### config.mk
export PLATFORM = sky130hd
export DESIGN_NAME = core
export DESIGN_NICKNAME = d
export VERILOG_FILES = /design/src/core_pkg.sv /design/src/alu_unit.sv /design/src/core.sv /design/src/decode.sv /design/src/fetch.sv /design/src/register_file.sv
export VERILOG_INCLUDE_DIRS = /design/src /design/src/src
export SDC_FILE = /design/constraint.sdc
export NUM_CORES = 2
export LEC_CHECK = 0
export ABC_CLOCK_PERIOD_IN_PS = 6180
export BUFFER_PORTS_ARGS = -buffer_cell sky130_fd_sc_hd__buf_2
export CAP_MARGIN = 20
export CORE_ASPECT_RATIO = 1.75
export CORE_MARGIN = 2
export CORE_UTILIZATION = 27
export CTS_CLUSTER_SIZE = 20
export DETAILED_ROUTE_END_ITERATION = 6
export GPL_TIMING_DRIVEN = 1
export PLACE_DENSITY = 0.46
export SETUP_SLACK_MARGIN = 0.1
export SYNTH_ARGS = -nofsm -noshare
export SYNTH_HDL_FRONTEND = slang
export SYNTH_SLANG_ARGS = --single-unit
### constraint.sdc
create_clock -name clk -period 6.18 [get_ports clk]
set_input_delay 0 -clock clk [delete_from_list [all_inputs] [get_ports clk]]
set_output_delay 0 -clock clk [all_outputs]
set_load 0.01 [all_outputs]
### src/core_consts.svh
//~~~~~~~~~~~~~~~~~~~~~~~~~~~~~~~~~~~~~~
// Core build constants, included by the
// modules that size or start the fetch path
//~~~~~~~~~~~~~~~~~~~~~~~~~~~~~~~~~~~~~~

`ifndef CORE_CONSTS_SVH
`define CORE_CONSTS_SVH

// Byte address of the first fetch after reset
`define CORE_RESET_PC 32'h0000_0000

// Word address width of the instruction RAM
// 1024 words of program space
`define CORE_IMEM_ADDR_W 10

`endif

### src/core_pkg.sv
//~~~~~~~~~~~~~~~~~~~~~~~~~~~~~~~~~~~~~~
// Shared types of the integer core
//~~~~~~~~~~~~~~~~~~~~~~~~~~~~~~~~~~~~~~

package core_pkg;

    // Data word, instruction word or PC
    typedef logic [31:0] word_t;

    // Architectural register index
    typedef logic [4:0] reg_addr_t;

    // Major opcodes handled by the core
    // Anything else decodes as illegal
    typedef enum logic [6:0] {
        OP     = 7'b0110011,
        OP_IMM = 7'b0010011,
        LUI    = 7'b0110111
    } opcode_t;

    // ALU operations
    // Encoded as {funct7[5], funct3} so decode can build them directly
    // PASS_B takes the U-type immediate for LUI
    typedef enum logic [3:0] {
        ADD    = 4'b0000,
        SLL    = 4'b0001,
        SLT    = 4'b0010,
        SLTU   = 4'b0011,
        XOR    = 4'b0100,
        SRL    = 4'b0101,
        OR     = 4'b0110,
        AND    = 4'b0111,
        SUB    = 4'b1000,
        SRA    = 4'b1101,
        PASS_B = 4'b1111
    } alu_op_t;

endpackage

### src/alu_unit.sv
//~~~~~~~~~~~~~~~~~~~~~~~~~~~~~~~~~~~~~~
// Integer ALU and the writeback register
//~~~~~~~~~~~~~~~~~~~~~~~~~~~~~~~~~~~~~~

module alu_unit (
        input logic clk,
        input logic rst_n,

        // Issue register
        input logic is_valid,
        input logic is_illegal,
        input core_pkg::word_t is_pc,
        input core_pkg::reg_addr_t is_rd,
        input core_pkg::alu_op_t is_op,
        input core_pkg::word_t is_a,
        input core_pkg::word_t is_b,

        // Forwarding back to decode
        output logic ex_valid,
        output core_pkg::reg_addr_t ex_rd,
        output core_pkg::word_t ex_result,

        // Writeback and retire
        output logic wb_valid,
        output core_pkg::reg_addr_t wb_rd,
        output core_pkg::word_t wb_data,
        output core_pkg::word_t wb_pc,
        output logic illegal_instruction
        );

    logic [4:0] shamt;

    assign shamt = is_b[4:0];

    always_comb begin
        case (is_op)
            core_pkg::ADD: ex_result = is_a + is_b;
            core_pkg::SUB: ex_result = is_a - is_b;
            core_pkg::SLL: ex_result = is_a << shamt;
            core_pkg::SLT: ex_result = {31'b0, $signed(is_a) < $signed(is_b)};
            core_pkg::SLTU: ex_result = {31'b0, is_a < is_b};
            core_pkg::XOR: ex_result = is_a ^ is_b;
            core_pkg::SRL: ex_result = is_a >> shamt;
            // Sign bit fills from the left
            core_pkg::SRA: ex_result = $signed(is_a) >>> shamt;
            core_pkg::OR: ex_result = is_a | is_b;
            core_pkg::AND: ex_result = is_a & is_b;
            default: ex_result = is_b;
        endcase
    end

    // Only a legal instruction may be forwarded
    assign ex_valid = is_valid && !is_illegal;
    assign ex_rd = is_rd;

    always_ff @(posedge clk) begin
        if (!rst_n) begin
            wb_valid <= 1'b0;
            illegal_instruction <= 1'b0;
        end else begin
            wb_valid <= ex_valid;
            illegal_instruction <= is_valid && is_illegal;
        end
    end

    always_ff @(posedge clk) begin
        wb_rd <= is_rd;
        wb_data <= ex_result;
        wb_pc <= is_pc;
    end

    alu_retire_excl : assert property (@(posedge clk) disable iff (!rst_n)
        !(wb_valid && illegal_instruction))
        else $error("Writeback and illegal pulse in the same slot");

endmodule

### src/core.sv
//~~~~~~~~~~~~~~~~~~~~~~~~~~~~~~~~~~~~~~
// Top level of the in-order integer core
// RAM port, decode taps and retire ports
//~~~~~~~~~~~~~~~~~~~~~~~~~~~~~~~~~~~~~~

`include "core_consts.svh"

module core (
        input logic clk,
        input logic rst_n,

        // Instruction RAM
        output logic instr_en,
        output logic [`CORE_IMEM_ADDR_W-1:0] instr_addr,
        input core_pkg::word_t instr_data,

        // Decode stage debug taps
        output core_pkg::word_t dec_pc_debug,
        output core_pkg::word_t dec_instruction,
        output logic dec_advance_debug,

        // Retire
        output logic wb_valid,
        output core_pkg::reg_addr_t wb_rd,
        output core_pkg::word_t wb_data,
        output core_pkg::word_t wb_pc,
        output logic illegal_instruction
        );

    // Fetch to decode
    logic if_valid;
    core_pkg::word_t if_pc;
    core_pkg::word_t if_instr;

    // Issue register
    logic is_valid;
    logic is_illegal;
    core_pkg::word_t is_pc;
    core_pkg::reg_addr_t is_rd;
    core_pkg::alu_op_t is_op;
    core_pkg::word_t is_a;
    core_pkg::word_t is_b;

    // Execute forwarding
    logic ex_valid;
    core_pkg::reg_addr_t ex_rd;
    core_pkg::word_t ex_result;

    assign dec_pc_debug = if_pc;
    assign dec_instruction = if_instr;
    assign dec_advance_debug = if_valid;

    fetch fetch_block (.*);

    decode decode_block (.*);

    alu_unit alu_unit_block (.*);

endmodule

### src/decode.sv
//~~~~~~~~~~~~~~~~~~~~~~~~~~~~~~~~~~~~~~
// Decode and issue, with operand read and
// forwarding from the execute stage
//~~~~~~~~~~~~~~~~~~~~~~~~~~~~~~~~~~~~~~

module decode (
        input logic clk,
        input logic rst_n,

        // From fetch
        input logic if_valid,
        input core_pkg::word_t if_pc,
        input core_pkg::word_t if_instr,

        // Execute stage result for forwarding
        input logic ex_valid,
        input core_pkg::reg_addr_t ex_rd,
        input core_pkg::word_t ex_result,

        // Writeback into the register file
        input logic wb_valid,
        input core_pkg::reg_addr_t wb_rd,
        input core_pkg::word_t wb_data,

        // Issue register
        output logic is_valid,
        output logic is_illegal,
        output core_pkg::word_t is_pc,
        output core_pkg::reg_addr_t is_rd,
        output core_pkg::alu_op_t is_op,
        output core_pkg::word_t is_a,
        output core_pkg::word_t is_b
        );

    core_pkg::opcode_t opcode;
    logic [2:0] funct3;
    logic [6:0] funct7;
    core_pkg::reg_addr_t rs1;
    core_pkg::reg_addr_t rs2;
    core_pkg::word_t imm_i;
    core_pkg::word_t imm_u;
    core_pkg::word_t rs1_data;
    core_pkg::word_t rs2_data;
    core_pkg::word_t src_a;
    core_pkg::word_t src_b;
    core_pkg::alu_op_t op;
    logic illegal;

    // Instruction fields
    assign opcode = core_pkg::opcode_t'(if_instr[6:0]);
    assign funct3 = if_instr[14:12];
    assign funct7 = if_instr[31:25];
    assign rs1 = if_instr[19:15];
    assign rs2 = if_instr[24:20];
    assign imm_i = {{20{if_instr[31]}}, if_instr[31:20]};
    assign imm_u = {if_instr[31:12], 12'b0};

    register_file register_file_block (
        .clk, .rst_n,
        .rs1, .rs2, .rs1_data, .rs2_data,
        .wb_valid, .wb_rd, .wb_data
    );

    // Younger result in execute wins over the register file
    assign src_a = (ex_valid && ex_rd != '0 && ex_rd == rs1) ? ex_result : rs1_data;
    assign src_b = (ex_valid && ex_rd != '0 && ex_rd == rs2) ? ex_result : rs2_data;

    // Operation select and legality
    always_comb begin
        op = core_pkg::alu_op_t'({1'b0, funct3});
        illegal = 1'b0;
        case (opcode)
            core_pkg::OP: begin
                op = core_pkg::alu_op_t'({funct7[5], funct3});
                // Alternate form only for SUB and SRA
                if (funct7 == 7'b0100000)
                    illegal = !(funct3 == 3'b000 || funct3 == 3'b101);
                else
                    illegal = (funct7 != 7'b0000000);
            end
            core_pkg::OP_IMM: begin
                // Shift immediates carry funct7 in the upper imm bits
                if (funct3 == 3'b001) begin
                    illegal = (funct7 != 7'b0000000);
                end else if (funct3 == 3'b101) begin
                    op = core_pkg::alu_op_t'({funct7[5], funct3});
                    illegal = !(funct7 == 7'b0000000 || funct7 == 7'b0100000);
                end
            end
            core_pkg::LUI: op = core_pkg::PASS_B;
            default: illegal = 1'b1;
        endcase
    end

    // Issue register control
    always_ff @(posedge clk) begin
        if (!rst_n) begin
            is_valid <= 1'b0;
            is_illegal <= 1'b0;
        end else begin
            is_valid <= if_valid;
            is_illegal <= if_valid && illegal;
        end
    end

    // Issue register payload
    always_ff @(posedge clk) begin
        is_pc <= if_pc;
        is_rd <= if_instr[11:7];
        is_op <= op;
        is_a <= src_a;
        // B is rs2 for OP, otherwise the immediate
        if (opcode == core_pkg::OP)
            is_b <= src_b;
        else if (opcode == core_pkg::LUI)
            is_b <= imm_u;
        else
            is_b <= imm_i;
    end

    dec_illegal_valid : assert property (@(posedge clk) disable iff (!rst_n)
        is_illegal |-> is_valid)
        else $error("Illegal flag issued without a valid instruction");

endmodule

### src/fetch.sv
//~~~~~~~~~~~~~~~~~~~~~~~~~~~~~~~~~~~~~~
// Fetch stage, one word per cycle from a
// fixed one-cycle-latency instruction RAM
//~~~~~~~~~~~~~~~~~~~~~~~~~~~~~~~~~~~~~~

`include "core_consts.svh"

module fetch (
        input logic clk,
        input logic rst_n,

        // Instruction RAM port
        output logic instr_en,
        output logic [`CORE_IMEM_ADDR_W-1:0] instr_addr,
        input core_pkg::word_t instr_data,

        // To decode
        output logic if_valid,
        output core_pkg::word_t if_pc,
        output core_pkg::word_t if_instr
        );

    core_pkg::word_t pc;
    core_pkg::word_t pc_req;
    logic req_pending;

    // Word address of the current PC
    assign instr_addr = pc[`CORE_IMEM_ADDR_W+1:2];

    // PC moves on every sampled request
    always_ff @(posedge clk) begin
        if (!rst_n) begin
            pc <= `CORE_RESET_PC;
            instr_en <= 1'b0;
            req_pending <= 1'b0;
            if_valid <= 1'b0;
        end else begin
            instr_en <= 1'b1;
            if (instr_en)
                pc <= pc + 32'd4;
            // RAM answers in the cycle after the request is sampled
            req_pending <= instr_en;
            if_valid <= req_pending;
        end
    end

    // PC of each request, held until its word comes back
    always_ff @(posedge clk) begin
        pc_req <= pc;
        if_pc <= pc_req;
        if_instr <= instr_data;
    end

    // Sequential request stream, no gaps once started
    fetch_addr_seq : assert property (@(posedge clk) disable iff (!rst_n)
        instr_en && $past(instr_en) |-> instr_addr == $past(instr_addr) + 1'b1)
        else $error("Fetch request address did not advance by one word");

endmodule

### src/register_file.sv
//~~~~~~~~~~~~~~~~~~~~~~~~~~~~~~~~~~~~~~
// 32 x 32 integer register file with
// write-through to both read ports
//~~~~~~~~~~~~~~~~~~~~~~~~~~~~~~~~~~~~~~

module register_file (
        input logic clk,
        input logic rst_n,

        // Read ports, combinational
        input core_pkg::reg_addr_t rs1,
        input core_pkg::reg_addr_t rs2,
        output core_pkg::word_t rs1_data,
        output core_pkg::word_t rs2_data,

        // Write port from writeback
        input logic wb_valid,
        input core_pkg::reg_addr_t wb_rd,
        input core_pkg::word_t wb_data
        );

    core_pkg::word_t regs [32];
    logic wb_write;

    // x0 is never written
    assign wb_write = wb_valid && (wb_rd != '0);

    always_ff @(posedge clk) begin
        if (!rst_n) begin
            for (int i = 0; i < 32; i++) begin
                regs[i] <= '0;
            end
        end else if (wb_write) begin
            regs[wb_rd] <= wb_data;
        end
    end

    // Same-cycle write is seen by the reader
    assign rs1_data = (wb_write && wb_rd == rs1) ? wb_data : regs[rs1];
    assign rs2_data = (wb_write && wb_rd == rs2) ? wb_data : regs[rs2];

    // x0 reads as zero whatever was retired to it
    rf_x0_zero : assert property (@(posedge clk) disable iff (!rst_n)
        (rs1 == '0 |-> rs1_data == '0) and (rs2 == '0 |-> rs2_data == '0))
        else $error("Register x0 read back nonzero");

endmodule

==> flow_results.org <==
** Outcome
- The flow ran to the end, but the final reports show violations.
- Violated checks :: antenna violations

** Pwr
- For this design the total switching power over the nets is 0.00707 W.
- Net Sw Frac :: 0.301
- The share of total power dissipated in combinational logic is 0.183.
- Cell internal power was estimated by the tool at 0.0164 W.
- The share of total power dissipated in the clock network is 0.375.
- Max rail drop VDD :: 188 uV
- Share of total power in sequential cells :: 0.442
- For this design the ratio of total power to cell area is 280 nW/um^2.
- In this run the static leakage power is 30.5 nW.
- After layout, the design draws a total of 0.0235 W.

** Detailed routing
- Number of vias per cell :: 5.38
- Final wirelength :: 318000 microns
- Number of antenna-violating nets in the routed design :: 1
- The first routing iteration left 4165 violations.
- Routed wire length per instance :: 34.9 microns
- Number of detailed-route iterations in the first pass :: 5
- Number of DRC violations after detailed routing :: 0
- Across all layers, the routed design uses 49124 vias.

** Synthesis
- Of all flip-flops after synthesis, the portion carrying an async set or reset was 0.
- Unique cell type count in the Yosys netlist :: 99
- Cell area after synthesis :: 72300 sq um
- Register area share after synthesis :: 0.508
- Most used flip-flop cell after synthesis :: sky130_fd_sc_hd__edfxtp_1
- The Yosys step of the flow raised 0 warnings.
- The synthesized design contains 1024 enable-type register cells.
- Synthesis produced a netlist whose cell count is 5320.
- Number of flip-flops and latches in the synthesized netlist :: 1323
- A synthesized cell averages 13.6 sq um.

** Clock network
- In this run the number of H-tree levels came out at 4.
- TritonCTS created 148 clock buffers.
- TritonCTS built the clock tree.
- Count of buffers added by post-CTS timing repair for setup :: 0
- Later-pin clock latency in the skew report :: 0.87 ns
- Clk sinks :: 1323
- CTS placed an instance of sky130_fd_sc_hd__clkbuf_16 at the clock tree root.
- Clock-pin slew was measured on the worst setup and hold paths at 0.06 ns.
- Maximum count of clock buffers along a single path :: 4

** Die
- The die covers 272000 sq um.
- Measured along the y axis, the die boundary spans 689 microns.
- For this configuration, the core starts out at a cell density of 0.271.
- Overall die width :: 395 microns
- Site row count :: 251
- 181 I/O pins were placed.
- After floorplanning, the core was sized to cover 267000 sq um.

** Timing
- The routed design could run at a clock period as short as 4.84 ns.
- Setup repair after global routing left no endpoint under its margin.
- Dividing the final minimum period by the clock period gives 0.783.
- Final Max Tran Viols :: 0
- Post-route setup TNS :: 0 ns
- Setup-failing EPs final :: 0
- Maximum clock frequency :: 0.207 GHz
- Number of hold violations in the final report :: 0
- Least-Margin Pin Slew :: 1.17 ns
- For the final database, setup skew stands at 0.103 ns.
- Slew HR :: 0.210

** Job
- The tool flagged a number of max-cap violations equal to 0.

** Finish
- Net count reported at finish :: 5606
- At the end of the flow the core is filled with cells to 0.314.
- Count of placed standard cells in the final layout, fillers left out :: 9129
- With fillers left out, the area of the finished cells amounts to 83800 sq um.
- Filler cell count in the final layout :: 26226
- Growth of design area from synthesis to finish :: 15.9%
- Of the cells placed in the final design, the portion with a size suffix greater than 1 is 0.263.

** Global route
- The number of global-route vias before repair came to 51157.
- GRT Resource Usage Total :: 0.231
- Entering global routing, the biggest net connects 79 pins.
- Global routing finished with a remaining overflow of 0.
- The number of antenna violations at the first check in global routing came to 25.
- The first global-routing pass estimated 434000 microns of wire.

** Setup path
- CP Max Fanout :: 12
- Data arrives at the worst endpoint at 5.53 ns.
- STA puts the critical path data required time at 6.86 ns.
- STA classifies the critical path endpoint as a flop.
- The critical path is of the flop to flop type.
- Kind of launch point of the worst setup path :: flop

** Place
- The count of buffers added on input and output ports is 176.
- Once placement completed, the tool counted placed cells totaling 8784.
- GPL Wtd Cong :: 1.01
- Detailed placement finished with a half-perimeter wire length of 210000 microns.
- Cell Area, Placed :: 78300 sq um

** Worst hold path
- In this run the worst hold path is classified as input pin to flop.
==> per-stage QoR <==
stage,hold WS [ns],worst slack [ns]
2_1_floorplan,0.0277,1.90
3_3_place_gp,0.102,1.61
3_5_place_dp,0.103,1.59
4_1_cts,0.00734,1.52
5_1_grt,0.0751,1.30
6_report,0.0646,1.34
==> Yosys cell counts, types with 12 or more instances <==
library cell                  n  area, sq um
sky130_fd_sc_hd__and2_1    1008         6310
sky130_fd_sc_hd__dfxtp_1    299         5990
sky130_fd_sc_hd__o21ai_0    171          856
sky130_fd_sc_hd__nor3_1      48          240
sky130_fd_sc_hd__inv_1      139          522
sky130_fd_sc_hd__buf_4       21          158
sky130_fd_sc_hd__clkbuf_1   373         1400
sky130_fd_sc_hd__xnor2_1     34          298
sky130_fd_sc_hd__o221ai_1    13          114
sky130_fd_sc_hd__nand4_1     26          163
sky130_fd_sc_hd__o31ai_1     16          120
sky130_fd_sc_hd__nand3_1     45          225
sky130_fd_sc_hd__buf_1       45          169
sky130_fd_sc_hd__and3_1      19          119
sky130_fd_sc_hd__or3_1       14         87.6
sky130_fd_sc_hd__mux4_2     699        15700
sky130_fd_sc_hd__a31oi_1     17          106
sky130_fd_sc_hd__o21bai_1    12         90.1
sky130_fd_sc_hd__a22oi_1     32          240
sky130_fd_sc_hd__nor2_1     248          931
sky130_fd_sc_hd__a211oi_1    24          180
sky130_fd_sc_hd__nor4_1      14         87.6
sky130_fd_sc_hd__a21oi_1    150          751
sky130_fd_sc_hd__a21o_1      19          143
sky130_fd_sc_hd__xor2_1      27          236
sky130_fd_sc_hd__buf_2       73          365
sky130_fd_sc_hd__o22ai_1     26          163
sky130_fd_sc_hd__nand2_1    158          593
sky130_fd_sc_hd__edfxtp_1  1024        30700
sky130_fd_sc_hd__o211ai_1    16          120
sky130_fd_sc_hd__ha_1       101         1260
sky130_fd_sc_hd__a221oi_1    31          272
sky130_fd_sc_hd__mux2i_1    154         1540
==> cells by family after synthesis <==
group                    synth area share
buffers and inverters              0.0377
flip-flops                          0.508
adder cells (fa/ha/maj)            0.0180
AO/OA/AOI/OAI                      0.0603
other                           0.0000518
AND/OR/NAND/NOR                     0.128
XOR/XNOR                          0.00739
multiplexers                        0.241
==> routing by layer <==
layer	up-vias	global-route usage	share of wire
li1	20474	-	-
met3	829	0.0351	0.054
met5	-	0	0.000082
met1	25630	0.240	0.34
met4	4	0.158	0.079
met2	2187	0.425	0.53
==> final timing paths <==
path                           from                       end  slack [ns]  cells past startpoint
max            decode_block.is_a[7]     decode_block.is_a[29]        1.34                     10
min                           rst_n   alu_unit_block.wb_valid        0.06                      4
max reg2reg    decode_block.is_a[7]     decode_block.is_a[29]        1.34                     10
min reg2reg  decode_block.is_pc[28]  alu_unit_block.wb_pc[28]        0.32                      0
==> critical path, stage by stage, from the launching register on <==
cell                        delay [ns]
sky130_fd_sc_hd__dfxtp_1          0.60
sky130_fd_sc_hd__inv_1            0.09
sky130_fd_sc_hd__ha_1             0.45
sky130_fd_sc_hd__nor4_1           0.90
sky130_fd_sc_hd__nand4_1          0.18
sky130_fd_sc_hd__or3_1            0.51
sky130_fd_sc_hd__a2111oi_2        0.98
sky130_fd_sc_hd__o21ai_0          0.25
sky130_fd_sc_hd__and4b_1          0.26
sky130_fd_sc_hd__o32ai_2          0.35
sky130_fd_sc_hd__mux2i_1          0.12
==> registers in the layout, indices dropped and copies added (netlist names) <==
register	flops
decode_block.is_valid	1
fetch_block.pc	30
alu_unit_block.wb_data	32
decode_block.is_b	32
fetch_block.if_valid	1
fetch_block.if_instr	32
decode_block.is_illegal	1
decode_block.register_file_block.regs	1024
fetch_block.if_pc	30
alu_unit_block.wb_pc	30
alu_unit_block.wb_valid	1
decode_block.is_rd	5
fetch_block.instr_en	1
fetch_block.pc_req	30
fetch_block.req_pending	1
alu_unit_block.illegal_instruction	1
decode_block.is_op	4
decode_block.is_pc	30
alu_unit_block.wb_rd	5
decode_block.is_a	32
==> power by group through the flow <==
stage          clock, W  combinational, W  sequential [W]
5_1_grt         0.00926           0.00449          0.0104
4_1_cts         0.00896           0.00411          0.0105
2_1_floorplan         0           0.00247          0.0104
3_5_place_dp          0           0.00406          0.0107
3_3_place_gp          0           0.00397          0.0107
6_report        0.00879           0.00431          0.0104
==> area by class of cell <==
cell class	instances	area (sq um)	area share
Clock inverter	74	637	0.00760
Timing Repair Buffer	484	3830	0.0457
Antenna cell	15	37.5	0.000448
Tap cell	3542	4430	0.0529
Sequential cell	1323	36800	0.439
Clock buffer	179	3910	0.0467
Multi-Input combinational cell	3368	33600	0.401
Inverter	144	544	0.00649
==> timing repair <==
action | CTS | global route
hold buffers | 66 | 0
endpoints found under the hold margin | 41 | 0
gates resized for setup | 0 | 0
==> cell usage in the layout (no fill, tap or decap), drive strengths merged, types with 12 or more instances in the layout <==
cell,count
clkinv,56
o31ai,17
a211oi,24
clkbuf,180
inv,149
mux4,699
o21bai,12
conb,36
a221oi,31
nand4,26
nor3,51
o21ai,183
nand2,158
mux2i,154
nor2,248
ha,101
xor2,27
a21o,19
mux2,12
buf,417
and2,1008
a21oi,151
o22ai,27
diode,15
edfxtp,1024
a31oi,17
or3,15
nor4,15
dlygate4sd3,66
o221ai,13
xnor2,34
nand3,45
dfxtp,299
o211ai,17
a22oi,32
and3,19
No activity file was read; power rests on OpenSTA's default activity.
